## src/tile_pkg.sv

```systemverilog
package tile_pkg;

    // noc word and address layout
    localparam int NOC_DATA_W = 32;
    localparam int NOC_BSEL_W = NOC_DATA_W / 8;
    localparam int NOC_ADDR_W = 32;

    // scratchpad, word address from byte address bits 9:2
    localparam int SPM_DEPTH  = 256;
    localparam int SPM_ADDR_W = $clog2(SPM_DEPTH);

    // packet modes
    localparam int NOC_MODE_W = 3;
    localparam logic [NOC_MODE_W-1:0] MODE_MEM_WRITE = 3'd0;
    localparam logic [NOC_MODE_W-1:0] MODE_MEM_READ  = 3'd1;
    localparam logic [NOC_MODE_W-1:0] MODE_READ_RESP = 3'd2;
    localparam logic [NOC_MODE_W-1:0] MODE_REG_WRITE = 3'd3;
    localparam logic [NOC_MODE_W-1:0] MODE_REG_READ  = 3'd4;

    // tile registers, index from byte address bits 3:2
    localparam int REG_ADDR_W = 2;
    localparam logic [REG_ADDR_W-1:0] REG_CORE_EN  = 2'd0;
    localparam logic [REG_ADDR_W-1:0] REG_EXT_INT  = 2'd1;
    localparam logic [REG_ADDR_W-1:0] REG_LAST_SRC = 2'd2;

    localparam int NUM_EXT_INT = 2;

    // chip coordinates
    localparam int CHIPID_W = 8;
    localparam int CHIP_X_W = 3;
    localparam int CHIP_Y_W = 3;
    localparam int CHIP_Z_W = 2;

    // noc controller states
    localparam int CTRL_ST_W = 2;
    localparam logic [CTRL_ST_W-1:0] ST_IDLE     = 2'd0;
    localparam logic [CTRL_ST_W-1:0] ST_SPM_REQ  = 2'd1;
    localparam logic [CTRL_ST_W-1:0] ST_SPM_WAIT = 2'd2;
    localparam logic [CTRL_ST_W-1:0] ST_TX       = 2'd3;

    // x in the upper bits, z in the lowest
    typedef union packed {
        logic [CHIPID_W-1:0] id;
        struct packed {
            logic [CHIP_X_W-1:0] x;
            logic [CHIP_Y_W-1:0] y;
            logic [CHIP_Z_W-1:0] z;
        } coord;
    } chip_id_u;

endpackage

```

## src/tile_ifs.sv

```systemverilog


// tile register access, one cycle, rdata combinational on idx
interface cfg_port_if;
    import tile_pkg::*;

    logic                  en;
    logic                  we;
    logic [REG_ADDR_W-1:0] idx;
    logic [NOC_DATA_W-1:0] wdata;
    logic [NOC_DATA_W-1:0] rdata;

    modport master (
        output en, we, idx, wdata,
        input  rdata
    );

    modport slave (
        input  en, we, idx, wdata,
        output rdata
    );

endinterface

```

## src/tile_regfile.sv

```systemverilog
`timescale 1ns/1ps

module tile_regfile (
    input  logic                             clk_pm_i,
    input  logic                             arst_n_i,
    cfg_port_if.slave                        cfg,
    input  tile_pkg::chip_id_u               last_src_i,
    output logic                             core_en_o,
    output logic [tile_pkg::NUM_EXT_INT-1:0] ext_int_o
);
    import tile_pkg::*;

    logic                   core_en_q;
    logic [NUM_EXT_INT-1:0] ext_int_q;
    chip_id_u               last_src_q;

    always_ff @(posedge clk_pm_i or negedge arst_n_i) begin
        if (!arst_n_i) begin
            core_en_q  <= 1'b0;
            ext_int_q  <= '0;
            last_src_q <= '0;
        end else begin
            ext_int_q <= '0;  // pulses last one cycle
            if (cfg.en) begin
                last_src_q <= last_src_i;
            end
            if (cfg.en && cfg.we) begin
                case (cfg.idx)
                    REG_CORE_EN: core_en_q <= cfg.wdata[0];
                    REG_EXT_INT: ext_int_q <= cfg.wdata[NUM_EXT_INT-1:0];
                    default: ;
                endcase
            end
        end
    end

    // the access itself loads last_src, so a read shows the previous requester
    always_comb begin
        cfg.rdata = '0;
        case (cfg.idx)
            REG_CORE_EN: cfg.rdata[0] = core_en_q;
            REG_LAST_SRC: begin
                cfg.rdata[CHIP_X_W-1:0]  = last_src_q.coord.x;
                cfg.rdata[8 +: CHIP_Y_W]  = last_src_q.coord.y;
                cfg.rdata[16 +: CHIP_Z_W] = last_src_q.coord.z;
            end
            default: ;  // ext int and index 3 read zero
        endcase
    end

    assign core_en_o = core_en_q;
    assign ext_int_o = ext_int_q;

endmodule

```

## src/flat_wrapper.sv

```systemverilog
// flat-port wrapper written by rule: the top's interface ports become plain ports
module tile_regfile_flat import tile_pkg::*;
  (clk_pm_i, arst_n_i, last_src_i, core_en_o, ext_int_o, cfg_en, cfg_we, cfg_idx, cfg_wdata, cfg_rdata);
  cfg_port_if cfg_i ();
  input  logic clk_pm_i;
  input  logic arst_n_i;
  input  tile_pkg::chip_id_u last_src_i;
  output logic core_en_o;
  output logic [tile_pkg::NUM_EXT_INT-1:0] ext_int_o;
  input wire logic [$bits(cfg_i.en)-1:0] cfg_en;
  input wire logic [$bits(cfg_i.we)-1:0] cfg_we;
  input wire logic [$bits(cfg_i.idx)-1:0] cfg_idx;
  input wire logic [$bits(cfg_i.wdata)-1:0] cfg_wdata;
  output wire logic [$bits(cfg_i.rdata)-1:0] cfg_rdata;
  assign cfg_i.en = cfg_en;
  assign cfg_i.we = cfg_we;
  assign cfg_i.idx = cfg_idx;
  assign cfg_i.wdata = cfg_wdata;
  assign cfg_rdata = cfg_i.rdata;
  tile_regfile u_core (.clk_pm_i(clk_pm_i), .arst_n_i(arst_n_i), .cfg(cfg_i), .last_src_i(last_src_i), .core_en_o(core_en_o), .ext_int_o(ext_int_o));
endmodule
```

## config.mk

```make
export PLATFORM = sky130hd
export DESIGN_NAME = tile_regfile_flat
export DESIGN_NICKNAME = d
export VERILOG_FILES = /design/src/tile_pkg.sv /design/src/tile_ifs.sv /design/src/tile_regfile.sv /design/src/flat_wrapper.sv
export SDC_FILE = /design/constraint.sdc
export NUM_CORES = 1
export LEC_CHECK = 0
export ABC_AREA = 1
export BUFFER_PORTS_ARGS = -buffer_cell sky130_fd_sc_hd__buf_4
export CORE_UTILIZATION = 32
export CTS_BUF_LIST = sky130_fd_sc_hd__clkbuf_8 sky130_fd_sc_hd__clkbuf_16
export CTS_CLUSTER_DIAMETER = 40
export DETAILED_ROUTE_END_ITERATION = 8
export PLACE_DENSITY = 0.79
export REMOVE_ABC_BUFFERS = 1
export SKIP_CTS_REPAIR_TIMING = 1
export SYNTH_ARGS = -nofsm -noshare
export SYNTH_HDL_FRONTEND = slang
export SYNTH_SLANG_ARGS = --single-unit
```

## constraint.sdc

```tcl
create_clock -name clk_pm_i -period 0.8 [get_ports clk_pm_i]
set_clock_uncertainty 0.05 [all_clocks]
set_input_delay 0.04 -clock clk_pm_i [delete_from_list [all_inputs] [get_ports clk_pm_i]]
set_output_delay 0.04 -clock clk_pm_i [all_outputs]
set_load 0.05 [all_outputs]
```

==> impl_results.md, run 1 <==
* Status: complete, but fails checks
* Violated checks: negative hold slack, negative setup slack
* WP buf/inv at 1
* Inserted Clock Buffers at 3
* DR WL/cell at 8.66 um
* Drt first pass iters at 4
* CORE AREA at 0.00194 mm2
* Die area at 0.00224 mm2
* Worst hold slack at -0.0114 ns
* Grt ovf at 0
* Root Driver: clkbuf_8
* Chip width at 47.4 um
* CP max-delay cell: dfrtp_1
* Synth Area in Simple Gates at 0.165
* Count of unique library cells instantiated by Yosys at 10
* CP arrival at 0.93 ns
* Final ANT Viol Nets at 0
* Critical path startpoint: u_core.core_en_o$_DFFE_PN0P_
* Power Total at 1.84 mW
* IO Count at 81
* PortBufs at 26
* Most common cell after layout, fill and taps aside: conb_1
* Final nets at 171
* Row count at 16
* Required @ worst endpoint at 0.71 ns
* Share of the yosys chip area belonging to registers at 0.418
* Mux cell area share after synthesis at 0
* Largest family of logic cells by synthesized area: buffers and inverters
* Reg-to-Reg Start: u_core.last_src_q[7]$_DFFE_PN0P_
* Max incr delay on CP at 0.38 ns
* Leakage at 0.542 nW
* Hold path startpoint: cfg_wdata[1]
* Placed instance count at 138
* Chip Height at 47.4 um
* Most frequent cells in the layout: conb_1, buf_4, nand2_1
* Maximum buffer depth of the clock tree at 2
* CP top delay family: flip-flops
* Final period util at 1.28
* Cell-by-cell trace of the critical path: nand2_1, o21ai_2, buf_6
* Via count at 580
* Final wirelength at 1310 um
* # clock sinks at 11
* #FFs+latches synth at 11
* Fin. Hold Viols at 2
* Max Cap Viol at 0
* CTS tree: yes
* Complex-gate fraction of the synthesized area at 0.0684
* Synth warn at 0
* Critical path type: reg -> out
* Netlist Area Pre-Place at 658 um2
* Max Transition Viols Final at 0
* Worst vdd ir at 856 uV
* Startpoint Class: flop
* CP Capture Type: primary output
* Fillers at 195
* Adder-cell share of the synthesized area at 0
* Hold Path Class: in -> reg
* DRC at 0
* Final Setup Violations at 11
* ANT cells at 0
* RSZ-0062 raised after global routing: true
* GR Util All Layers at 0.105
* Critical Path Fanout Max at 3
* Number of global-route vias before repair at 392
* Placer Congestion at 0.724
* CTS clk-pin slew, worst paths at 0.05 ns
* Power Dens Cells at 1820 mW/mm2
* Share of cells above drive strength 1 at 0.411
* First DRT Iteration DRCs at 3
* Max Clock Freq at 0.977 GHz
* Min cycle time layout at 1.02 ns
* First-pass GRT wire length at 1660 um
* Largest net degree at the start of global routing at 18
* Syn avg cell area at 7.83 um2
* Non-filler cells, final at 151
* H-tree depth at 1
* Initial Utilization at 0.339
* Vias per cell at 3.84
* Dpl ws at -0.0514 ns
* Synth-to-layout area growth at 53.4%
* Clk Latency, worst-skew pair at 0.23 ns
* Post-synthesis cell count at 84
* Initial antenna violation count at 0
* Final WS setup at -0.224 ns
* Dpl hpwl at 919 um
* XOR/XNOR share of the synthesized area at 0
-- sequential cells by signal (all words and copies together), names as in the netlist --
name	cells
u_core.last_src_q	8
u_core.ext_int_o	2
u_core.core_en_o	1
-- power breakdown --
group / switching (mW) / internal, mW / leakage [nW]
registers: 0.0250 / 0.605 / 0.137
logic: 0.489 / 0.196 / 0.377
clock network: 0.192 / 0.336 / 0.0269
total: 0.706 / 1.14 / 0.542
-- cell type report --
cell class / count / area, um2 / area share
clock buffers: 3 / 41.3 / 0.0409
clock inverters: 1 / 3.75 / 0.00372
inverters: 10 / 37.5 / 0.0372
multi-input cells: 61 / 270 / 0.268
flip-flops and latches: 11 / 275 / 0.273
well taps: 27 / 33.8 / 0.0335
repair buffers: 38 / 348 / 0.344
-- cell usage after synthesis, drive strengths merged --
cell	n	area [um2]
conb	1	3.75
inv	10	37.5
dfrtp	11	275
nor2	10	37.5
buf	25	188
or2	1	6.26
nand2	16	60.1
o21ai	9	45.0
nand3	1	5.00
-- routing by layer --
| layer | up-vias | GRT usage | share of wire |
|---|---|---|---|
| met5 | - | 0 | 0 |
| met4 | 0 | 0.0514 | 0 |
| met3 | 0 | 0.00385 | 0.060 |
| met2 | 26 | 0.178 | 0.55 |
| met1 | 269 | 0.136 | 0.39 |
| li1 | 285 | - | - |
-- logic make-up after synthesis --
family          count (synthesis)
other cells                     1
buf+inv                        35
flops                          11
compound gates                  9
simple gates                   28
-- tightest hold or removal path, cell delays in order --
cell	delay, ns
buf_4	0.11
nand2_1	0.05
nor2_1	0.04
-- stage by stage --
step | utilization | setup TNS (ns) | cell area [um2] | hold slack, ns
after floorplan | - | -2.84 | 557 | -0.306
after global placement | 0.416 | -0.160 | 808 | -0.170
after detailed placement | 0.416 | -0.312 | 808 | -0.169
after CTS | 0.439 | -1.95 | 853 | -0.414
after global routing | 0.520 | -1.96 | 1010 | 0.00119
final | 0.520 | -1.52 | 1010 | -0.0114
-- path summary, 6_finish.rpt --
path | end | depth (start not counted) | slack (ns)
max | cfg_rdata[0] | 3 | -0.22
min | u_core.ext_int_o[1]$_DFF_PN0_ | 3 | -0.01
max reg2reg | u_core.last_src_q[7]$_DFFE_PN0P_ | 3 | 0.03
min reg2reg | u_core.last_src_q[0]$_DFFE_PN0P_ | 2 | 0.49
max in group asynchronous | u_core.last_src_q[0]$_DFFE_PN0P_ | 2 | 0.43
min in group asynchronous | u_core.last_src_q[5]$_DFFE_PN0P_ | 2 | 0.13
No activity file was read; power rests on OpenSTA's default activity.
==> run 2: changes to the inputs <==
CORE_ASPECT_RATIO = 0.9   (was unset)
==> run 2 against run 1 <==
The flow still finishes with violations (negative hold slack, negative setup slack). Worst setup slack better by 0.032 ns. Sequential share of layout area down 0.23 points. Sequential power about the same. Non-clock buffer count up 2. Clock power down 1%. Die area about the same. Core utilization up 0.69 points. Combinational power up 0.7%. First-iteration DRC count rose to 2.7 times the previous value. Final cell count unchanged. Global-route usage up 0.26 points. Critical endpoint unchanged. Largest cell class unchanged.
==> impl_results.md, run 2 (same netlist as run 1, synthesis figures left out) <==
* Synth-to-layout area growth at 54.8%
* Initial antenna violation count at 0
* Share of cells above drive strength 1 at 0.405
* Clock power share at 0.284
* Max Cap Viol at 0
* Max Used Layer: met4
* Largest Register: u_core.last_src_q
* Dpl hpwl at 926 um
* Power Total at 1.84 mW
* PortBufs at 26
* Chip width at 49.8 um
* Worst hold slack at -0.0230 ns
* Final core occ at 0.527
* IO Count at 81
* R2R Path End: u_core.core_en_o$_DFFE_PN0P_
* Drt first pass iters at 4
* Met2 routed WL at 653 um
* Via count at 568
* CP max-delay cell: dfrtp_1
* Int Pwr at 1.14 mW
* Leakage at 0.549 nW
* Inserted Clock Buffers at 3
* Most common cell after layout, fill and taps aside: conb_1
* GR Util All Layers at 0.108
* Combinational power share at 0.375
* R2R depth at 3
* Number of global-route vias before repair at 408
* Placed instance count at 136
* Setup slack, reg-to-reg at 0 ns
* Critical path startpoint: u_core.core_en_o$_DFFE_PN0P_
* Seq pwr share at 0.341
* Hold Path Class: in -> reg
* Max Clock Freq at 1.01 GHz
* # clock sinks at 11
* Root Driver: clkbuf_8
* ANT cells at 0
* Most frequent cells in the layout: conb_1, buf_4, nand2_1
* Max incr delay on CP at 0.38 ns
* DR WL/cell at 8.51 um
* Critical Path Fanout Max at 2
* Non-filler cells, final at 151
* Chip Height at 45.0 um
* CTS tree: yes
* Die area at 0.00224 mm2
* Sw Pwr at 700 uW
* WP buf/inv at 1
* Max Transition Viols Final at 0
* Grt ovf at 0
* WHS Path Cells at 3
* Fin. Hold Viols at 1
* Max reg flops at 8
* Critical path type: reg -> out
* Routed met3 length at 99 um
* Hold path startpoint: last_src_i[6]
* Power Dens Cells at 1810 mW/mm2
* RSZ-0062 raised after global routing: true
* Final WS setup at -0.192 ns
* Startpoint Class: flop
* Cell-by-cell trace of the critical path: nand2_1, o21ai_2, buf_6
* Net Sw Frac at 0.380
* CTS clk-pin slew, worst paths at 0.05 ns
* Final ANT Viol Nets at 0
* Worst vdd ir at 811 uV
* Hold Path Sink: u_core.last_src_q[6]$_DFFE_PN0P_
* Largest net degree at the start of global routing at 18
* Vias per cell at 3.76
* Fillers at 180
* H-tree depth at 1
* CORE AREA at 0.00193 mm2
* First DRT Iteration DRCs at 8
* Initial Utilization at 0.340
* CP top delay family: flip-flops
* DRC at 0
* Violated checks: negative hold slack, negative setup slack
* Row count at 15
* Required @ worst endpoint at 0.71 ns
* Maximum buffer depth of the clock tree at 2
* Final wirelength at 1290 um
* Clk Latency, worst-skew pair at 0.23 ns
* Met1 WL at 517 um
* Final nets at 173
* Final period util at 1.24
* CP arrival at 0.90 ns
* Status: complete, but fails checks
* Min cycle time layout at 0.992 ns
* First-pass GRT wire length at 1710 um
* CP Capture Type: primary output
* Placer Congestion at 0.614
* Final Setup Violations at 11
* Reg-to-Reg Start: u_core.core_en_o$_DFFE_PN0P_
run 2: cell types whose count changed in the layout (fill, tap and decap cells not counted), sizes merged:
cell / delta
dlygate4sd3: +2
run 2: through the flow:
step           setup slack, ns  TNS, ns  cell area (um2)
3_3_place_gp           -0.0442   -0.293              806
6_report                -0.192    -1.48             1020
5_1_grt                 -0.243    -1.94             1020
2_1_floorplan           -0.727    -2.84              557
3_5_place_dp           -0.0761   -0.384              806
4_1_cts                 -0.275    -2.02              851
run 2: worst reg2reg max path, stage by stage (launching register included):
cell and delay [ns]:
dfrtp_1 0.38, buf_4 0.14, nand2_1 0.05, nand2_1 0.05
run 2: power groups by stage:
stage                     clock [mW]  combinational [mW]  sequential, mW
after global routing           0.580               0.732           0.629
final                          0.522               0.690           0.627
after CTS                      0.548               0.598           0.620
after global placement             0               0.589           0.626
after detailed placement           0               0.597           0.628
after floorplan                    0               0.389           0.667
run 2: worst max-delay path by stage:
stage,endpoint,depth (start not counted),slack (ns)
detailed placement,cfg_rdata[8],6,-0.08
finish,cfg_rdata[0],3,-0.19
global placement,cfg_rdata[0],3,-0.04
floorplan,cfg_rdata[0],2,-0.73
CTS,cfg_rdata[0],3,-0.28
global route,cfg_rdata[0],3,-0.24
run 2: routing by layer:
metal | global-route usage | vias up
met5 | 0 | -
met4 | 0.0514 | 0
met3 | 0.0505 | 2
met2 | 0.170 | 30
met1 | 0.125 | 248
li1 | - | 288
run 2: area by class of cell:
class	instances	area (um2)	area share
clock buffers	3	41.3	0.0405
clock inverters	1	3.75	0.00369
inverters	10	37.5	0.0369
multi-input cells	61	265	0.260
flip-flops and latches	11	275	0.270
well taps	25	31.3	0.0307
repair buffers	40	364	0.357
