==> config.mk <==
export PLATFORM = sky130hd
export DESIGN_NAME = spm_arbiter_flat
export DESIGN_NICKNAME = d
export VERILOG_FILES = /design/src/tile_pkg.sv /design/src/tile_ifs.sv /design/src/spm_arbiter.sv /design/src/flat_wrapper.sv
export SDC_FILE = /design/constraint.sdc
export NUM_CORES = 1
export LEC_CHECK = 0
export ABC_AREA = 1
export ABC_CLOCK_PERIOD_IN_PS = 1350
export BUFFER_PORTS_ARGS = -buffer_cell sky130_fd_sc_hd__buf_4
export CAP_MARGIN = 10
export CORE_AREA = 2 2 119 121
export DETAILED_ROUTE_END_ITERATION = 16
export DIE_AREA = 0 0 121 123
export PLACE_DENSITY = 0.47
export SYNTH_ARGS = -nofsm -noshare
export SYNTH_HDL_FRONTEND = slang
export SYNTH_SLANG_ARGS = --single-unit
export TNS_END_PERCENT = 1
==> constraint.sdc <==
create_clock -name clk_pm_i -period 1.35 [get_ports clk_pm_i]
set_input_delay 0.2025 -clock clk_pm_i [delete_from_list [all_inputs] [get_ports clk_pm_i]]
set_output_delay 0.2025 -clock clk_pm_i [all_outputs]
set_load 0.005 [all_outputs]
==> src/tile_pkg.sv <==
package tile_pkg;

    // noc word and address layout
    localparam int NOC_DATA_W = 32;
    localparam int NOC_BSEL_W = NOC_DATA_W / 8;
    localparam int NOC_ADDR_W = 32;

    // scratchpad, word address from byte address bits 9:2
    localparam int SPM_DEPTH  = 256;
    localparam int SPM_ADDR_W = $clog2(SPM_DEPTH);

    // packet modes
    localparam int NOC_MODE_W = 3;
    localparam logic [NOC_MODE_W-1:0] MODE_MEM_WRITE = 3'd0;
    localparam logic [NOC_MODE_W-1:0] MODE_MEM_READ  = 3'd1;
    localparam logic [NOC_MODE_W-1:0] MODE_READ_RESP = 3'd2;
    localparam logic [NOC_MODE_W-1:0] MODE_REG_WRITE = 3'd3;
    localparam logic [NOC_MODE_W-1:0] MODE_REG_READ  = 3'd4;

    // tile registers, index from byte address bits 3:2
    localparam int REG_ADDR_W = 2;
    localparam logic [REG_ADDR_W-1:0] REG_CORE_EN  = 2'd0;
    localparam logic [REG_ADDR_W-1:0] REG_EXT_INT  = 2'd1;
    localparam logic [REG_ADDR_W-1:0] REG_LAST_SRC = 2'd2;

    localparam int NUM_EXT_INT = 2;

    // chip coordinates
    localparam int CHIPID_W = 8;
    localparam int CHIP_X_W = 3;
    localparam int CHIP_Y_W = 3;
    localparam int CHIP_Z_W = 2;

    // noc controller states
    localparam int CTRL_ST_W = 2;
    localparam logic [CTRL_ST_W-1:0] ST_IDLE     = 2'd0;
    localparam logic [CTRL_ST_W-1:0] ST_SPM_REQ  = 2'd1;
    localparam logic [CTRL_ST_W-1:0] ST_SPM_WAIT = 2'd2;
    localparam logic [CTRL_ST_W-1:0] ST_TX       = 2'd3;

    // x in the upper bits, z in the lowest
    typedef union packed {
        logic [CHIPID_W-1:0] id;
        struct packed {
            logic [CHIP_X_W-1:0] x;
            logic [CHIP_Y_W-1:0] y;
            logic [CHIP_Z_W-1:0] z;
        } coord;
    } chip_id_u;

endpackage

==> src/tile_ifs.sv <==
`timescale 1ns/1ps

// single-word memory port, addr is a byte address
interface spm_port_if;
    import tile_pkg::*;

    logic                  en;
    logic [NOC_BSEL_W-1:0] wben;   // all zero means read
    logic [NOC_ADDR_W-1:0] addr;
    logic [NOC_DATA_W-1:0] wdata;
    logic [NOC_DATA_W-1:0] rdata;  // valid one cycle after acceptance
    logic                  stall;

    modport requester (
        output en, wben, addr, wdata,
        input  rdata, stall
    );

    modport memory (
        input  en, wben, addr, wdata,
        output rdata, stall
    );

endinterface


==> src/spm_arbiter.sv <==
`timescale 1ns/1ps

module spm_arbiter (
    input  logic          clk_pm_i,
    input  logic          arst_n_i,
    spm_port_if.memory    noc,
    spm_port_if.memory    core,
    spm_port_if.requester mem
);

    logic gnt_core;     // core owns the memory this cycle
    logic last_core_q;  // core got the last accepted access

    // on a conflict the port not granted last wins
    always_comb begin
        if (noc.en && core.en) begin
            gnt_core = ~last_core_q;
        end else begin
            gnt_core = core.en;
        end
    end

    assign mem.en    = noc.en | core.en;
    assign mem.wben  = gnt_core ? core.wben  : noc.wben;
    assign mem.addr  = gnt_core ? core.addr  : noc.addr;
    assign mem.wdata = gnt_core ? core.wdata : noc.wdata;

    // loser holds its request
    assign noc.stall  = mem.stall | gnt_core;
    assign core.stall = mem.stall | (noc.en & ~gnt_core);

    always_ff @(posedge clk_pm_i or negedge arst_n_i) begin
        if (!arst_n_i) begin
            last_core_q <= 1'b0;
        end else if (mem.en && !mem.stall) begin
            last_core_q <= gnt_core;
        end
    end

    // read data arrives one cycle later, so last_core_q still names its owner
    assign noc.rdata  = last_core_q ? '0 : mem.rdata;
    assign core.rdata = last_core_q ? mem.rdata : '0;

endmodule

==> src/flat_wrapper.sv <==
// flat-port wrapper written by rule: the top's interface ports become plain ports
module spm_arbiter_flat 
  (clk_pm_i, arst_n_i, noc_en, noc_wben, noc_addr, noc_wdata, noc_rdata, noc_stall, core_en, core_wben, core_addr, core_wdata, core_rdata, core_stall, mem_en, mem_wben, mem_addr, mem_wdata, mem_rdata, mem_stall);
  spm_port_if noc_i ();
  spm_port_if core_i ();
  spm_port_if mem_i ();
  input  logic clk_pm_i;
  input  logic arst_n_i;
  input wire logic [$bits(noc_i.en)-1:0] noc_en;
  input wire logic [$bits(noc_i.wben)-1:0] noc_wben;
  input wire logic [$bits(noc_i.addr)-1:0] noc_addr;
  input wire logic [$bits(noc_i.wdata)-1:0] noc_wdata;
  output wire logic [$bits(noc_i.rdata)-1:0] noc_rdata;
  output wire logic [$bits(noc_i.stall)-1:0] noc_stall;
  input wire logic [$bits(core_i.en)-1:0] core_en;
  input wire logic [$bits(core_i.wben)-1:0] core_wben;
  input wire logic [$bits(core_i.addr)-1:0] core_addr;
  input wire logic [$bits(core_i.wdata)-1:0] core_wdata;
  output wire logic [$bits(core_i.rdata)-1:0] core_rdata;
  output wire logic [$bits(core_i.stall)-1:0] core_stall;
  output wire logic [$bits(mem_i.en)-1:0] mem_en;
  output wire logic [$bits(mem_i.wben)-1:0] mem_wben;
  output wire logic [$bits(mem_i.addr)-1:0] mem_addr;
  output wire logic [$bits(mem_i.wdata)-1:0] mem_wdata;
  input wire logic [$bits(mem_i.rdata)-1:0] mem_rdata;
  input wire logic [$bits(mem_i.stall)-1:0] mem_stall;
  assign noc_i.en = noc_en;
  assign noc_i.wben = noc_wben;
  assign noc_i.addr = noc_addr;
  assign noc_i.wdata = noc_wdata;
  assign noc_rdata = noc_i.rdata;
  assign noc_stall = noc_i.stall;
  assign core_i.en = core_en;
  assign core_i.wben = core_wben;
  assign core_i.addr = core_addr;
  assign core_i.wdata = core_wdata;
  assign core_rdata = core_i.rdata;
  assign core_stall = core_i.stall;
  assign mem_en = mem_i.en;
  assign mem_wben = mem_i.wben;
  assign mem_addr = mem_i.addr;
  assign mem_wdata = mem_i.wdata;
  assign mem_i.rdata = mem_rdata;
  assign mem_i.stall = mem_stall;
  spm_arbiter u_core (.clk_pm_i(clk_pm_i), .arst_n_i(arst_n_i), .noc(noc_i), .core(core_i), .mem(mem_i));
endmodule
==> impl_metrics.csv, run 1 <==
group,metric,value,unit
floorplanning,io_pins,308,
timing,layout_setup_ws,71.1,ps
global_routing,antenna_found_initial,0,
floorplanning,die_h,123,um
hold_path,hp-class,"input pin to flip-flop",
clocking,clk_latency,0,ps
drt,wl,10400,um
finish,final_core_util,30.2,%
logic_synthesis,async_reset_ff_share,100,%
floorplanning,die_w,121,um
placement,gp_congestion,0.727,
drt,drtIter0Drc,121,
logic_synthesis,netlist_top_cells_count,"nand2_1 (173), nand3_1 (69), inv_1 (65)",
worst_setup_path,crit_fanout,49,
finish,largest_reg_flops,1,
power_and_ir_drop,power_density,430,nW/um2
timing,rsz0062_at_grt,"yes",
finish,antenna_cells,0,
logic_synthesis,synth_area,1550,um2
worst_setup_path,cp-start-kind,"flip-flop",
finish,design_area,4110,um2
global_routing,grt_pass1_wl,15100,um
floorplanning,design.die.area,14900,um2
floorplanning,core_area,13600,um2
placement,pre_cts_slack,9.32,ps
logic_synthesis,avgSynthCellArea,4.15,um2
finish,reg_top3,"u_core.last_core_q: 1 flops",
worst_setup_path,critPathCaptureType,"output pin",
logic_synthesis,synth_top_area_share,42.0,%
finish,final_net_count,838,
timing,hold_ws,508,ps
placement,dpl_cell_area,4080,um2
global_routing,grt.total_usage,12.2,%
logic_synthesis,syn-instance-count,373,
logic_synthesis,synth_edf_count,0,
timing,clock.fmax,0.782,GHz
finish,layout-drive-gt1-share,48.7,%
power_and_ir_drop,vdd_drop_max,0.140,mV
worst_setup_path,reg2reg_depth,4,
clocking,cts_setup_buffers,0,
global_routing,grt_max_degree,65,
run_status,outcome,"finished clean",
drt,routedWlPerCell,12.3,um
global_routing,grt_pass1_vias,3081,
run,cap_violations,0,
drt,drtPass1Iterations,7,
worst_setup_path,cp.arrival,1080,ps
logic_synthesis,synthTopCellsByArea,"nand2_1 (42%), nand3_1 (22%), inv_1 (16%)",
timing,tns,0,ps
placement,portBuffers,307,
placement,dp.cells,842,
finish,synthToLayoutAreaGrowth,166,%
floorplanning,start_util,11.4,%
drt,vias,3301,
floorplanning,row_count,43,
worst_setup_path,cp.required,1150,ps
drt,vias_per_cell,3.92,
logic_synthesis,ys_dominant_reg_cell,"dfrtp_1",
timing,tightest_slew,335,ps
logic_synthesis,yosysMostFrequentCell,"nand2_1",
clocking,clkTransAtPathRegs,0,ps
timing,slew_headroom,77.7,%
logic_synthesis,syn-num-nets,546,
worst_setup_path,crit_type,"flip-flop to output pin",
timing,hold_viol,0,
hold_path,min_path_cells,3,
drt,antenna_left,0,
logic_synthesis,synth.distinct_cells,11,
logic_synthesis,seq_area_frac_synth,1.62,%
finish,largest-register,"u_core.last_core_q",
logic_synthesis,ys_ff_latch,1,
logic_synthesis,ys.warnings.count,0,
logic_synthesis,synth_area_leader_cell,"nand2_1",
timing,skew,0,ps
drt,drc,0,
finish,instances_no_fill,843,
timing,finalCritPeriodShare,94.7,%
global_routing,grt_remaining_overflow,0,
timing,setup_violations,0,
placement,dp_hpwl,8730,um
timing,maxSlewViolCount,0,
power_and_ir_drop,total_power,1.77,mW
power_and_ir_drop,leakagePower,2.78,nW
finish,fillers,1565,
timing,min_period,1280,ps
==> worst paths after layout <==
path,slack (ps),to,start
worst max-delay path,70,mem_wdata[27],u_core.last_core_q$_DFFE_PN0P_
worst min-delay path,510,u_core.last_core_q$_DFFE_PN0P_,core_en
worst max register to register,390,u_core.last_core_q$_DFFE_PN0P_,u_core.last_core_q$_DFFE_PN0P_
worst min register to register,640,u_core.last_core_q$_DFFE_PN0P_,u_core.last_core_q$_DFFE_PN0P_
max in group asynchronous,690,u_core.last_core_q$_DFFE_PN0P_,arst_n_i
min in group asynchronous,570,u_core.last_core_q$_DFFE_PN0P_,arst_n_i
==> cell type report <==
| type | count | area (um2) | area share (%) |
|---|---|---|---|
| Timing Repair Buffer | 319 | 2460 | 60.0 |
| Sequential cell | 1 | 26.3 | 0.640 |
| Tap cell | 180 | 225 | 5.48 |
| Inverter | 65 | 244 | 5.94 |
| Multi-Input combinational cell | 278 | 1150 | 28.0 |
==> where the power goes <==
group          switching [mW]  internal, mW
registers             0.00422        0.0353
logic                   0.733         0.994
clock network               0             0
==> timing repair <==
| action | CTS | global route |
|---|---|---|
| hold endpoints to repair | 1 | 0 |
| resized for setup | 0 | 3 |
| endpoints found under the setup margin | 0 | 21 |
| hold buffers | 1 | 0 |
==> placed cells by master (no fill, tap or decap), drive strengths merged <==
cell,count
buf,318
nand2,175
nand3,69
inv,65
nor2,32
or2,1
o21ai,1
dlygate4sd3,1
dfrtp,1
==> layer usage <==
layer  global-route usage [%]  vias up  share of wire [%]
met5                        0        -                  0
met4                        0        0                  0
met3                     3.41        0                 12
met2                     23.1      191                 50
met1                     14.4     1430                 38
li1                         -     1680                  -
==> kinds of logic (layout without fill, tap and decap cells) <==
group / count (synthesis) / in the layout / share of synthesized area (%)
AO/OA/AOI/OAI: 1 / 1 / 0.323
flip-flops: 1 / 1 / 1.62
buffers and inverters: 94 / 384 / 24.8
AND/OR/NAND/NOR: 277 / 277 / 73.3
==> critical path, stage by stage (launching register included) <==
cell and delay [ps]:
dfrtp_2 400, nand2_4 90, nand2_2 80, buf_12 180
nand2_1 100, nand2_1 50, buf_4 130
Power figures use the tool's default switching activity.
==> inputs of run 2 (changes only) <==
- CAP_MARGIN: 10 -> not set
- CORE_AREA: 2 2 119 121 -> 2 2 120 122
- CTS_CLUSTER_DIAMETER: not set -> 60
- DIE_AREA: 0 0 121 123 -> 0 0 122 124
==> impl_metrics.csv, run 2 (synthesis gave the netlist of run 1 again) <==
group,metric,value,unit
placement,portBuffers,307,
finish,reg_top3,"u_core.last_core_q: 1 flops",
timing,tightest_slew,284,ps
clocking,clk_latency,0,ps
run,cap_violations,0,
worst_setup_path,crit_fanout,14,
timing,hold_ws,515,ps
drt,drtIter0Drc,83,
worst_setup_path,cp_cell_sequence,"nand2_8 > nand2_8 > clkbuf_16 > nand2_1 > nand2_1 > buf_4",
global_routing,grt_remaining_overflow,0,
global_routing,antenna_found_initial,0,
finish,final-seq-area,26.3,um2
drt,wl_met1,4190,um
worst_setup_path,cp.required,1150,ps
timing,setup_violations,0,
finish,fillers,1535,
worst_setup_path,slowest_stage,"dfrtp_2",
placement,dp_hpwl,8850,um
worst_setup_path,reg2reg_depth,4,
timing,skew,0,ps
clocking,clkTransAtPathRegs,0,ps
finish,mostFrequentLayoutCells,"buf_4 (311), nand2_1 (173), nand3_1 (69)",
drt,drtPass1Iterations,6,
global_routing,grt_max_degree,64,
finish,synthToLayoutAreaGrowth,172,%
global_routing,grt_pass1_vias,3129,
run_status,outcome,"finished clean",
floorplanning,die_h,124,um
finish,final_net_count,841,
floorplanning,start_util,11.3,%
finish,largest-register,"u_core.last_core_q",
hold_path,min_path_cells,4,
drt,vias,3337,
global_routing,grt.total_usage,12.1,%
timing,finalCritPeriodShare,95.7,%
timing,clock.fmax,0.774,GHz
floorplanning,die_w,122,um
drt,dr_wl_met3,1140,um
worst_setup_path,cp.arrival,1090,ps
global_routing,grt_pass1_wl,15100,um
floorplanning,io_pins,308,
finish,largest_reg_flops,1,
floorplanning,core_area,13700,um2
finish,final_core_util,30.6,%
timing,min_period,1290,ps
timing,slew_headroom,81.0,%
finish,antenna_cells,0,
timing,maxSlewViolCount,0,
worst_setup_path,critPathCaptureType,"output pin",
hold_path,hp-class,"input pin to flip-flop",
finish,multi_input_area,1170,um2
drt,routedWlPerCell,13.5,um
worst_setup_path,crit_type,"flip-flop to output pin",
drt,vias_per_cell,3.94,
drt,wl,11400,um
drt,routed.top_layer,"met4",
power_and_ir_drop,vdd_drop_max,0.137,mV
timing,hold_viol,0,
drt,met2_length,6020,um
finish,final_common_cell,"buf_4",
floorplanning,design.die.area,15100,um2
floorplanning,row_count,43,
finish,layout-drive-gt1-share,48.8,%
clocking,cts_setup_buffers,0,
power_and_ir_drop,leakagePower,2.82,nW
timing,rsz0062_at_grt,"no",
timing,tns,0,ps
drt,antenna_left,0,
worst_setup_path,cpPeakStageDelay,420,ps
worst_setup_path,cp-start-kind,"flip-flop",
placement,gp_congestion,0.719,
drt,drc,0,
power_and_ir_drop,power_density,439,nW/um2
run 2: where the power goes:
group	total, mW	switching, mW	internal (mW)
Sequential	0.0426	0.00730	0.0353
Clock	0	0	0
Combinational	1.80	0.763	1.04
run 2: routing by layer:
| layer | GRT usage [%] | up-vias |
|---|---|---|
| met4 | 0.503 | 0 |
| met2 | 24.5 | 186 |
| met3 | 2.70 | 4 |
| met1 | 13.4 | 1463 |
| li1 | - | 1684 |
| met5 | 0 | - |
run 2: path summary, 6_finish.rpt:
check / startpoint / slack (ps) / end
max: u_core.last_core_q$_DFFE_PN0P_ / 60 / mem_addr[11]
min: mem_stall / 510 / u_core.last_core_q$_DFFE_PN0P_
max reg2reg: u_core.last_core_q$_DFFE_PN0P_ / 330 / u_core.last_core_q$_DFFE_PN0P_
min reg2reg: u_core.last_core_q$_DFFE_PN0P_ / 880 / u_core.last_core_q$_DFFE_PN0P_
max in group asynchronous: arst_n_i / 690 / u_core.last_core_q$_DFFE_PN0P_
min in group asynchronous: arst_n_i / 570 / u_core.last_core_q$_DFFE_PN0P_
run 2: stage by stage:
stage	cells	instance area, um2	power, mW	setup slack (ps)
finish	846	4200	1.85	58.6
global route	846	4200	2.04	5.13
detailed placement	841	4080	1.78	18.0
global placement	841	4080	1.77	50.4
CTS	842	4090	1.79	8.45
floorplan	373	1550	0.632	212
run 2: final cells by class:
class	count	share of cell area, %
repair buffers	322	60.5
multi-input cells	278	27.7
flip-flops and latches	1	0.625
well taps	180	5.36
inverters	65	5.80
run 2: worst max-delay path: cells and delay by family, from the launching register on:
family        cells  cell delay, ps
flops             1             420
simple gates      4             330
buf+inv           2             320
run 2: timing repair:
item,4_1_cts,5_1_grt
gates resized for setup,0,5
endpoints found under the setup margin,0,56
endpoints found under the hold margin,1,0
hold buffers,1,0
