--- src/tile_pkg.sv ---
package tile_pkg;

    // noc word and address layout
    localparam int NOC_DATA_W = 32;
    localparam int NOC_BSEL_W = NOC_DATA_W / 8;
    localparam int NOC_ADDR_W = 32;

    // scratchpad, word address from byte address bits 9:2
    localparam int SPM_DEPTH  = 256;
    localparam int SPM_ADDR_W = $clog2(SPM_DEPTH);

    // packet modes
    localparam int NOC_MODE_W = 3;
    localparam logic [NOC_MODE_W-1:0] MODE_MEM_WRITE = 3'd0;
    localparam logic [NOC_MODE_W-1:0] MODE_MEM_READ  = 3'd1;
    localparam logic [NOC_MODE_W-1:0] MODE_READ_RESP = 3'd2;
    localparam logic [NOC_MODE_W-1:0] MODE_REG_WRITE = 3'd3;
    localparam logic [NOC_MODE_W-1:0] MODE_REG_READ  = 3'd4;

    // tile registers, index from byte address bits 3:2
    localparam int REG_ADDR_W = 2;
    localparam logic [REG_ADDR_W-1:0] REG_CORE_EN  = 2'd0;
    localparam logic [REG_ADDR_W-1:0] REG_EXT_INT  = 2'd1;
    localparam logic [REG_ADDR_W-1:0] REG_LAST_SRC = 2'd2;

    localparam int NUM_EXT_INT = 2;

    // chip coordinates
    localparam int CHIPID_W = 8;
    localparam int CHIP_X_W = 3;
    localparam int CHIP_Y_W = 3;
    localparam int CHIP_Z_W = 2;

    // noc controller states
    localparam int CTRL_ST_W = 2;
    localparam logic [CTRL_ST_W-1:0] ST_IDLE     = 2'd0;
    localparam logic [CTRL_ST_W-1:0] ST_SPM_REQ  = 2'd1;
    localparam logic [CTRL_ST_W-1:0] ST_SPM_WAIT = 2'd2;
    localparam logic [CTRL_ST_W-1:0] ST_TX       = 2'd3;

    // x in the upper bits, z in the lowest
    typedef union packed {
        logic [CHIPID_W-1:0] id;
        struct packed {
            logic [CHIP_X_W-1:0] x;
            logic [CHIP_Y_W-1:0] y;
            logic [CHIP_Z_W-1:0] z;
        } coord;
    } chip_id_u;

endpackage

--- src/tile_ifs.sv ---
`timescale 1ns/1ps

// single-word memory port, addr is a byte address
interface spm_port_if;
    import tile_pkg::*;

    logic                  en;
    logic [NOC_BSEL_W-1:0] wben;   // all zero means read
    logic [NOC_ADDR_W-1:0] addr;
    logic [NOC_DATA_W-1:0] wdata;
    logic [NOC_DATA_W-1:0] rdata;  // valid one cycle after acceptance
    logic                  stall;

    modport requester (
        output en, wben, addr, wdata,
        input  rdata, stall
    );

    modport memory (
        input  en, wben, addr, wdata,
        output rdata, stall
    );

endinterface

// tile register access, one cycle, rdata combinational on idx
interface cfg_port_if;
    import tile_pkg::*;

    logic                  en;
    logic                  we;
    logic [REG_ADDR_W-1:0] idx;
    logic [NOC_DATA_W-1:0] wdata;
    logic [NOC_DATA_W-1:0] rdata;

    modport master (
        output en, we, idx, wdata,
        input  rdata
    );

    modport slave (
        input  en, we, idx, wdata,
        output rdata
    );

endinterface

--- src/noc_mem_ctrl.sv ---
`timescale 1ns/1ps

module noc_mem_ctrl (
    input  logic                            clk_pm_i,
    input  logic                            arst_n_i,
    input  tile_pkg::chip_id_u              home_chipid_i,

    input  logic                            rx_wrreq_i,
    input  logic [tile_pkg::NOC_MODE_W-1:0] rx_mode_i,
    input  logic [tile_pkg::NOC_ADDR_W-1:0] rx_addr_i,
    input  logic [tile_pkg::NOC_BSEL_W-1:0] rx_bsel_i,
    input  logic [tile_pkg::NOC_DATA_W-1:0] rx_data_i,
    input  tile_pkg::chip_id_u              rx_src_chipid_i,
    input  tile_pkg::chip_id_u              rx_trg_chipid_i,
    output logic                            rx_stall_o,

    output logic                            tx_wrreq_o,
    output logic [tile_pkg::NOC_MODE_W-1:0] tx_mode_o,
    output logic [tile_pkg::NOC_ADDR_W-1:0] tx_addr_o,
    output logic [tile_pkg::NOC_DATA_W-1:0] tx_data_o,
    output tile_pkg::chip_id_u              tx_trg_chipid_o,
    output tile_pkg::chip_id_u              tx_src_chipid_o,
    input  logic                            tx_stall_i,

    spm_port_if.requester                   spm,
    cfg_port_if.master                      cfg
);
    import tile_pkg::*;

    logic [CTRL_ST_W-1:0]  state_q;
    logic [CTRL_ST_W-1:0]  state_d;
    logic                  accept;
    logic                  for_home;
    logic                  is_reg;
    logic                  rd_q;      // pending spm access is a read
    logic [NOC_ADDR_W-1:0] addr_q;
    logic [NOC_BSEL_W-1:0] bsel_q;
    logic [NOC_DATA_W-1:0] data_q;    // write data, later response data
    chip_id_u              src_q;

    assign rx_stall_o = (state_q != ST_IDLE);
    assign accept     = rx_wrreq_i & ~rx_stall_o;
    assign for_home   = (rx_trg_chipid_i.id == home_chipid_i.id);

    // register flits are served in the cycle they are taken
    assign is_reg    = (rx_mode_i == MODE_REG_WRITE) | (rx_mode_i == MODE_REG_READ);
    assign cfg.en    = accept & for_home & is_reg;
    assign cfg.we    = (rx_mode_i == MODE_REG_WRITE);
    assign cfg.idx   = rx_addr_i[REG_ADDR_W+1:2];
    assign cfg.wdata = rx_data_i;

    always_comb begin
        state_d = state_q;
        case (state_q)
            ST_IDLE: begin
                if (accept && for_home) begin
                    case (rx_mode_i)
                        MODE_MEM_WRITE,
                        MODE_MEM_READ: state_d = ST_SPM_REQ;
                        MODE_REG_READ: state_d = ST_TX;
                        default:       state_d = ST_IDLE;  // reg write done, stray responses
                    endcase
                end
            end
            ST_SPM_REQ: begin
                if (!spm.stall) begin
                    state_d = rd_q ? ST_SPM_WAIT : ST_IDLE;
                end
            end
            ST_SPM_WAIT: state_d = ST_TX;
            ST_TX: begin
                if (!tx_stall_i) begin
                    state_d = ST_IDLE;
                end
            end
            default: state_d = ST_IDLE;
        endcase
    end

    always_ff @(posedge clk_pm_i or negedge arst_n_i) begin
        if (!arst_n_i) begin
            state_q <= ST_IDLE;
            rd_q    <= 1'b0;
        end else begin
            state_q <= state_d;
            if (accept) begin
                rd_q <= (rx_mode_i == MODE_MEM_READ);
            end
        end
    end

    always_ff @(posedge clk_pm_i) begin
        if (accept) begin
            addr_q <= rx_addr_i;
            bsel_q <= rx_bsel_i;
            src_q  <= rx_src_chipid_i;
            data_q <= (rx_mode_i == MODE_REG_READ) ? cfg.rdata : rx_data_i;
        end else if (state_q == ST_SPM_WAIT) begin
            data_q <= spm.rdata;
        end
    end

    assign spm.en    = (state_q == ST_SPM_REQ);
    assign spm.wben  = rd_q ? '0 : bsel_q;
    assign spm.addr  = addr_q;
    assign spm.wdata = data_q;

    // response goes back to the requesting chip
    assign tx_wrreq_o      = (state_q == ST_TX);
    assign tx_mode_o       = MODE_READ_RESP;
    assign tx_addr_o       = addr_q;
    assign tx_data_o       = data_q;
    assign tx_trg_chipid_o = src_q;
    assign tx_src_chipid_o = home_chipid_i;

endmodule

--- src/flat_wrapper.sv ---
// flat-port wrapper written by rule: the top's interface ports become plain ports
module noc_mem_ctrl_flat import tile_pkg::*;
  (clk_pm_i, arst_n_i, home_chipid_i, rx_wrreq_i, rx_mode_i, rx_addr_i, rx_bsel_i, rx_data_i, rx_src_chipid_i, rx_trg_chipid_i, rx_stall_o, tx_wrreq_o, tx_mode_o, tx_addr_o, tx_data_o, tx_trg_chipid_o, tx_src_chipid_o, tx_stall_i, spm_en, spm_wben, spm_addr, spm_wdata, spm_rdata, spm_stall, cfg_en, cfg_we, cfg_idx, cfg_wdata, cfg_rdata);
  spm_port_if spm_i ();
  cfg_port_if cfg_i ();
  input  logic clk_pm_i;
  input  logic arst_n_i;
  input  tile_pkg::chip_id_u home_chipid_i;
  input  logic rx_wrreq_i;
  input  logic [tile_pkg::NOC_MODE_W-1:0] rx_mode_i;
  input  logic [tile_pkg::NOC_ADDR_W-1:0] rx_addr_i;
  input  logic [tile_pkg::NOC_BSEL_W-1:0] rx_bsel_i;
  input  logic [tile_pkg::NOC_DATA_W-1:0] rx_data_i;
  input  tile_pkg::chip_id_u rx_src_chipid_i;
  input  tile_pkg::chip_id_u rx_trg_chipid_i;
  output logic rx_stall_o;
  output logic tx_wrreq_o;
  output logic [tile_pkg::NOC_MODE_W-1:0] tx_mode_o;
  output logic [tile_pkg::NOC_ADDR_W-1:0] tx_addr_o;
  output logic [tile_pkg::NOC_DATA_W-1:0] tx_data_o;
  output tile_pkg::chip_id_u tx_trg_chipid_o;
  output tile_pkg::chip_id_u tx_src_chipid_o;
  input  logic tx_stall_i;
  output wire logic [$bits(spm_i.en)-1:0] spm_en;
  output wire logic [$bits(spm_i.wben)-1:0] spm_wben;
  output wire logic [$bits(spm_i.addr)-1:0] spm_addr;
  output wire logic [$bits(spm_i.wdata)-1:0] spm_wdata;
  input wire logic [$bits(spm_i.rdata)-1:0] spm_rdata;
  input wire logic [$bits(spm_i.stall)-1:0] spm_stall;
  output wire logic [$bits(cfg_i.en)-1:0] cfg_en;
  output wire logic [$bits(cfg_i.we)-1:0] cfg_we;
  output wire logic [$bits(cfg_i.idx)-1:0] cfg_idx;
  output wire logic [$bits(cfg_i.wdata)-1:0] cfg_wdata;
  input wire logic [$bits(cfg_i.rdata)-1:0] cfg_rdata;
  assign spm_en = spm_i.en;
  assign spm_wben = spm_i.wben;
  assign spm_addr = spm_i.addr;
  assign spm_wdata = spm_i.wdata;
  assign spm_i.rdata = spm_rdata;
  assign spm_i.stall = spm_stall;
  assign cfg_en = cfg_i.en;
  assign cfg_we = cfg_i.we;
  assign cfg_idx = cfg_i.idx;
  assign cfg_wdata = cfg_i.wdata;
  assign cfg_i.rdata = cfg_rdata;
  noc_mem_ctrl u_core (.clk_pm_i(clk_pm_i), .arst_n_i(arst_n_i), .home_chipid_i(home_chipid_i), .rx_wrreq_i(rx_wrreq_i), .rx_mode_i(rx_mode_i), .rx_addr_i(rx_addr_i), .rx_bsel_i(rx_bsel_i), .rx_data_i(rx_data_i), .rx_src_chipid_i(rx_src_chipid_i), .rx_trg_chipid_i(rx_trg_chipid_i), .rx_stall_o(rx_stall_o), .tx_wrreq_o(tx_wrreq_o), .tx_mode_o(tx_mode_o), .tx_addr_o(tx_addr_o), .tx_data_o(tx_data_o), .tx_trg_chipid_o(tx_trg_chipid_o), .tx_src_chipid_o(tx_src_chipid_o), .tx_stall_i(tx_stall_i), .spm(spm_i), .cfg(cfg_i));
endmodule
--- config.mk ---
export PLATFORM = sky130hd
export DESIGN_NAME = noc_mem_ctrl_flat
export DESIGN_NICKNAME = d
export VERILOG_FILES = /design/src/tile_pkg.sv /design/src/tile_ifs.sv /design/src/noc_mem_ctrl.sv /design/src/flat_wrapper.sv
export SDC_FILE = /design/constraint.sdc
export NUM_CORES = 1
export LEC_CHECK = 0
export ABC_AREA = 1
export BUFFER_PORTS_ARGS = -buffer_cell sky130_fd_sc_hd__buf_2
export CAP_MARGIN = 20
export CORE_AREA = 2 2 137 139
export DETAILED_ROUTE_END_ITERATION = 12
export DIE_AREA = 0 0 139 141
export SYNTH_ARGS = -nofsm -noshare
export SYNTH_HDL_FRONTEND = slang
export SYNTH_SLANG_ARGS = --single-unit
export TNS_END_PERCENT = 5
--- constraint.sdc ---
create_clock -name clk_pm_i -period 3.4 [get_ports clk_pm_i]
set_clock_uncertainty 0.05 [all_clocks]
set_input_delay 0.68 -clock clk_pm_i [delete_from_list [all_inputs] [get_ports clk_pm_i]]
set_output_delay 0.68 -clock clk_pm_i [all_outputs]
set_load 0.05 [all_outputs]
==> impl_results.md <==
* DP HPWL at 10800 um
* Required @ worst endpoint at approximately 2700 ps
* Combinational power share at around 47%
* Num CTS Buffers at 9
* Max-slew violations at 0
* Starting Density at 23.2%
* Worst-Margin Slew at between 700 and 800 ps
* Setup CP Type: reg -> out
* Final global-route overflow total at 0
* Max-cap violations at 0
* Internal Power at 2.53 mW
* Final Hold Viols at 0
* Final min period at about 2400 ps
* Initial DRC count at ~180
* Chip Width at between 100 and 150 um
* Crit end category: output pin
* Leakage power at between 2 and 3 nW
* Resized cells post-CTS at 0
* Share of layout cells above drive strength 1 at between 50 and 60%
* Sequential cell area fraction in the yosys report at 55.5%
* Die area at just under 20000 um2
* Maximum number of pins on one net before global-route repair at around 110
* Remaining antenna violation count at 0
* Die height at between 100 and 150 um
* DRC violations left at 0
* Syn_area_per_cell at between 10 and 15 um2
* Vias per cell at about 4.0
* Layout net count at around 800
* Cell Rows at 50
* Syn. warnings at 0
* Htree depth at 3
* Sequential share of power at 30.1%
* Cell Area, Synth at ~4200 um2
* Pwr per Cell Area at 860 nW/um2
* Later-pin clock latency in the skew report at 330 ps
* Crit share post-route at between 70% and 80%
* Arrival time worst endpoint at 1700 ps
* Area Growth Syn to Fin at 35.8%
* TritonCTS Sinks at 79
* CTS clk-pin slew, worst paths at about 60 ps
* Most common cell after layout, fill and taps aside: buf_2
* CTS tree: built
* Synth Register Bits at just under 80
* Yosys cell types at 25
* Total setup buffers inserted after CTS at 0
* First-pass GRT wire length at approximately 19000 um
* Post-route setup slack at between 900 and 1000 ps
* WL final at between 10000 and 15000 um
* Vias in the first global route at 3436
* Achievable Freq at between 400 and 500 MHz
* Commonest non-fill, non-tap cells in the layout: 350 x buf_2, 85 x nand2_1, 76 x edfxtp_1, 48 x nor2_1, 32 x a31oi_1
* Rel. slew slack at slightly above 50%
* Routability cong. at 0.834
* Worst Hold Class: in -> async
* Clock power frac at between 20% and 30%
* Fill cell count at ~1900
* PortBufs at 350
* Total power at 4.96 mW
* Via count at approximately 3600
* TritonRoute pass-1 iters at 4
* Cell count after synthesis at between 400 and 500
* Startpoint types: flip-flop
* Final setup vio count at 0
* Crit Path Max Fanout at 4
* Top Ports at roughly 350
* Cts hold-fix bufs at 0
* Switching portion of total power at between 40 and 50%
* DP Worst Slack at 1060 ps
* P_sw at approximately 2.4 mW
* WHS at slightly below 80 ps
* RSZ-0062 raised after global routing: no
* Core area at between 15000 and 20000 um2
* Maximum vdd drop at around 0.33 mV
* Clock Tree Root: clkbuf_16
* Routed WL per cell at 15.3 um
* Fin Setup TNS at 0 ps
* Status: complete, no violations
* Antenna violations before repair at 2
* GRT Util Overall at between 10 and 15%
* Longest Clk Path Bufs at 2
[through the flow]
step / util, % / cell area (um2) / cells
CTS: 31.5 / 5760 / 895
detailed placement: 29.7 / 5420 / 879
finish: 31.6 / 5760 / 896
global placement: 29.7 / 5420 / 879
floorplan: - / 4250 / 413
global route: 31.5 / 5760 / 895
[registers in the layout (all words and copies together) (netlist names)]
name / count
u_core.spm.wdata: 32
u_core.spm.addr: 32
u_core.bsel_q: 4
u_core.tx_trg_chipid_o: 8
u_core.rd_q: 1
u_core.state_q: 2
[critical path: stages (launching register included)]
cell and delay [ps]:
dfrtp_1 420, inv_1 140, nand2_2 110, nor2_4 130, nand4_1 110, nor3_2 170
buf_2 280
[cells in the mapped netlist]
| library cell | count | share of area, % |
|---|---|---|
| dfrtp_1 | 3 | 1.8 |
| nor3_2 | 1 | 0.24 |
| conb_1 | 2 | 0.18 |
| nand3_1 | 1 | 0.12 |
| nor3_4 | 1 | 0.38 |
| inv_2 | 3 | 0.27 |
| xnor2_1 | 5 | 1.0 |
| buf_6 | 7 | 1.9 |
| o211ai_1 | 1 | 0.18 |
| o22ai_1 | 2 | 0.29 |
| buf_2 | 5 | 0.59 |
| o21ai_0 | 1 | 0.12 |
| inv_1 | 18 | 1.6 |
| xor2_1 | 1 | 0.21 |
| edfxtp_1 | 76 | 54 |
| nand3b_1 | 1 | 0.18 |
| a21oi_1 | 4 | 0.47 |
| nor2_1 | 48 | 4.2 |
| nand4_1 | 2 | 0.29 |
| nor3_1 | 1 | 0.12 |
| nand2_1 | 85 | 7.5 |
| nand2_2 | 1 | 0.15 |
| a31oi_1 | 32 | 4.7 |
| buf_4 | 110 | 19 |
| nor2_4 | 1 | 0.27 |
[metal layers]
metal	routed length, um	vias up	global-route usage, %
met5	0	-	0
met4	136	0	3.83
met3	823	11	3.29
met1	5900	1706	16.7
li1	-	1750	-
met2	6820	157	21.5
[final timing paths]
check,endpoint,slack [ps],start,cells after the start
max in group asynchronous,u_core.state_q[1]$_DFFE_PN0P_,3120,arst_n_i,1
min in group clk_pm_i,u_core.tx_trg_chipid_o[2]$_DFFE_PP_,470,rx_src_chipid_i[2],1
worst min-delay path,u_core.rd_q$_DFFE_PN0P_,80,arst_n_i,1
worst min register to register,u_core.state_q[0]$_DFFE_PN0P_,610,u_core.state_q[0]$_DFFE_PN0P_,3
worst max register to register,u_core.state_q[1]$_DFFE_PN0P_,1500,u_core.state_q[1]$_DFFE_PN0P_,10
worst max-delay path,cfg_en,970,u_core.state_q[1]$_DFFE_PN0P_,6
[power groups by stage]
stage          Clock (mW)  Sequential, mW  Combinational (mW)
5_1_grt              1.21            1.52                2.44
3_3_place_gp            0            1.51                2.34
2_1_floorplan           0            2.15                1.37
6_report             1.13            1.49                2.34
4_1_cts              1.17            1.50                2.36
3_5_place_dp            0            1.52                2.35
[final cells by class]
type	count	area, um2	area share, %
well taps	234	293	5.08
inverters	21	78.8	1.37
repair buffers	354	1790	31.1
flip-flops and latches	79	2360	40.9
clock inverters	6	116	2.02
diodes	1	2.50	0.0434
multi-input cells	191	893	15.5
clock buffers	10	229	3.97
[kinds of logic (layout without fill, tap and decap cells)]
family | Yosys count | after routing | share of synthesized area, %
compound gates | 40 | 40 | 5.78
xor+xnor | 6 | 6 | 1.24
buf+inv | 143 | 391 | 23.8
flops | 79 | 79 | 55.5
other cells | 2 | 4 | 0.177
simple gates | 142 | 142 | 13.5
No activity file was read; power rests on OpenSTA's default activity.
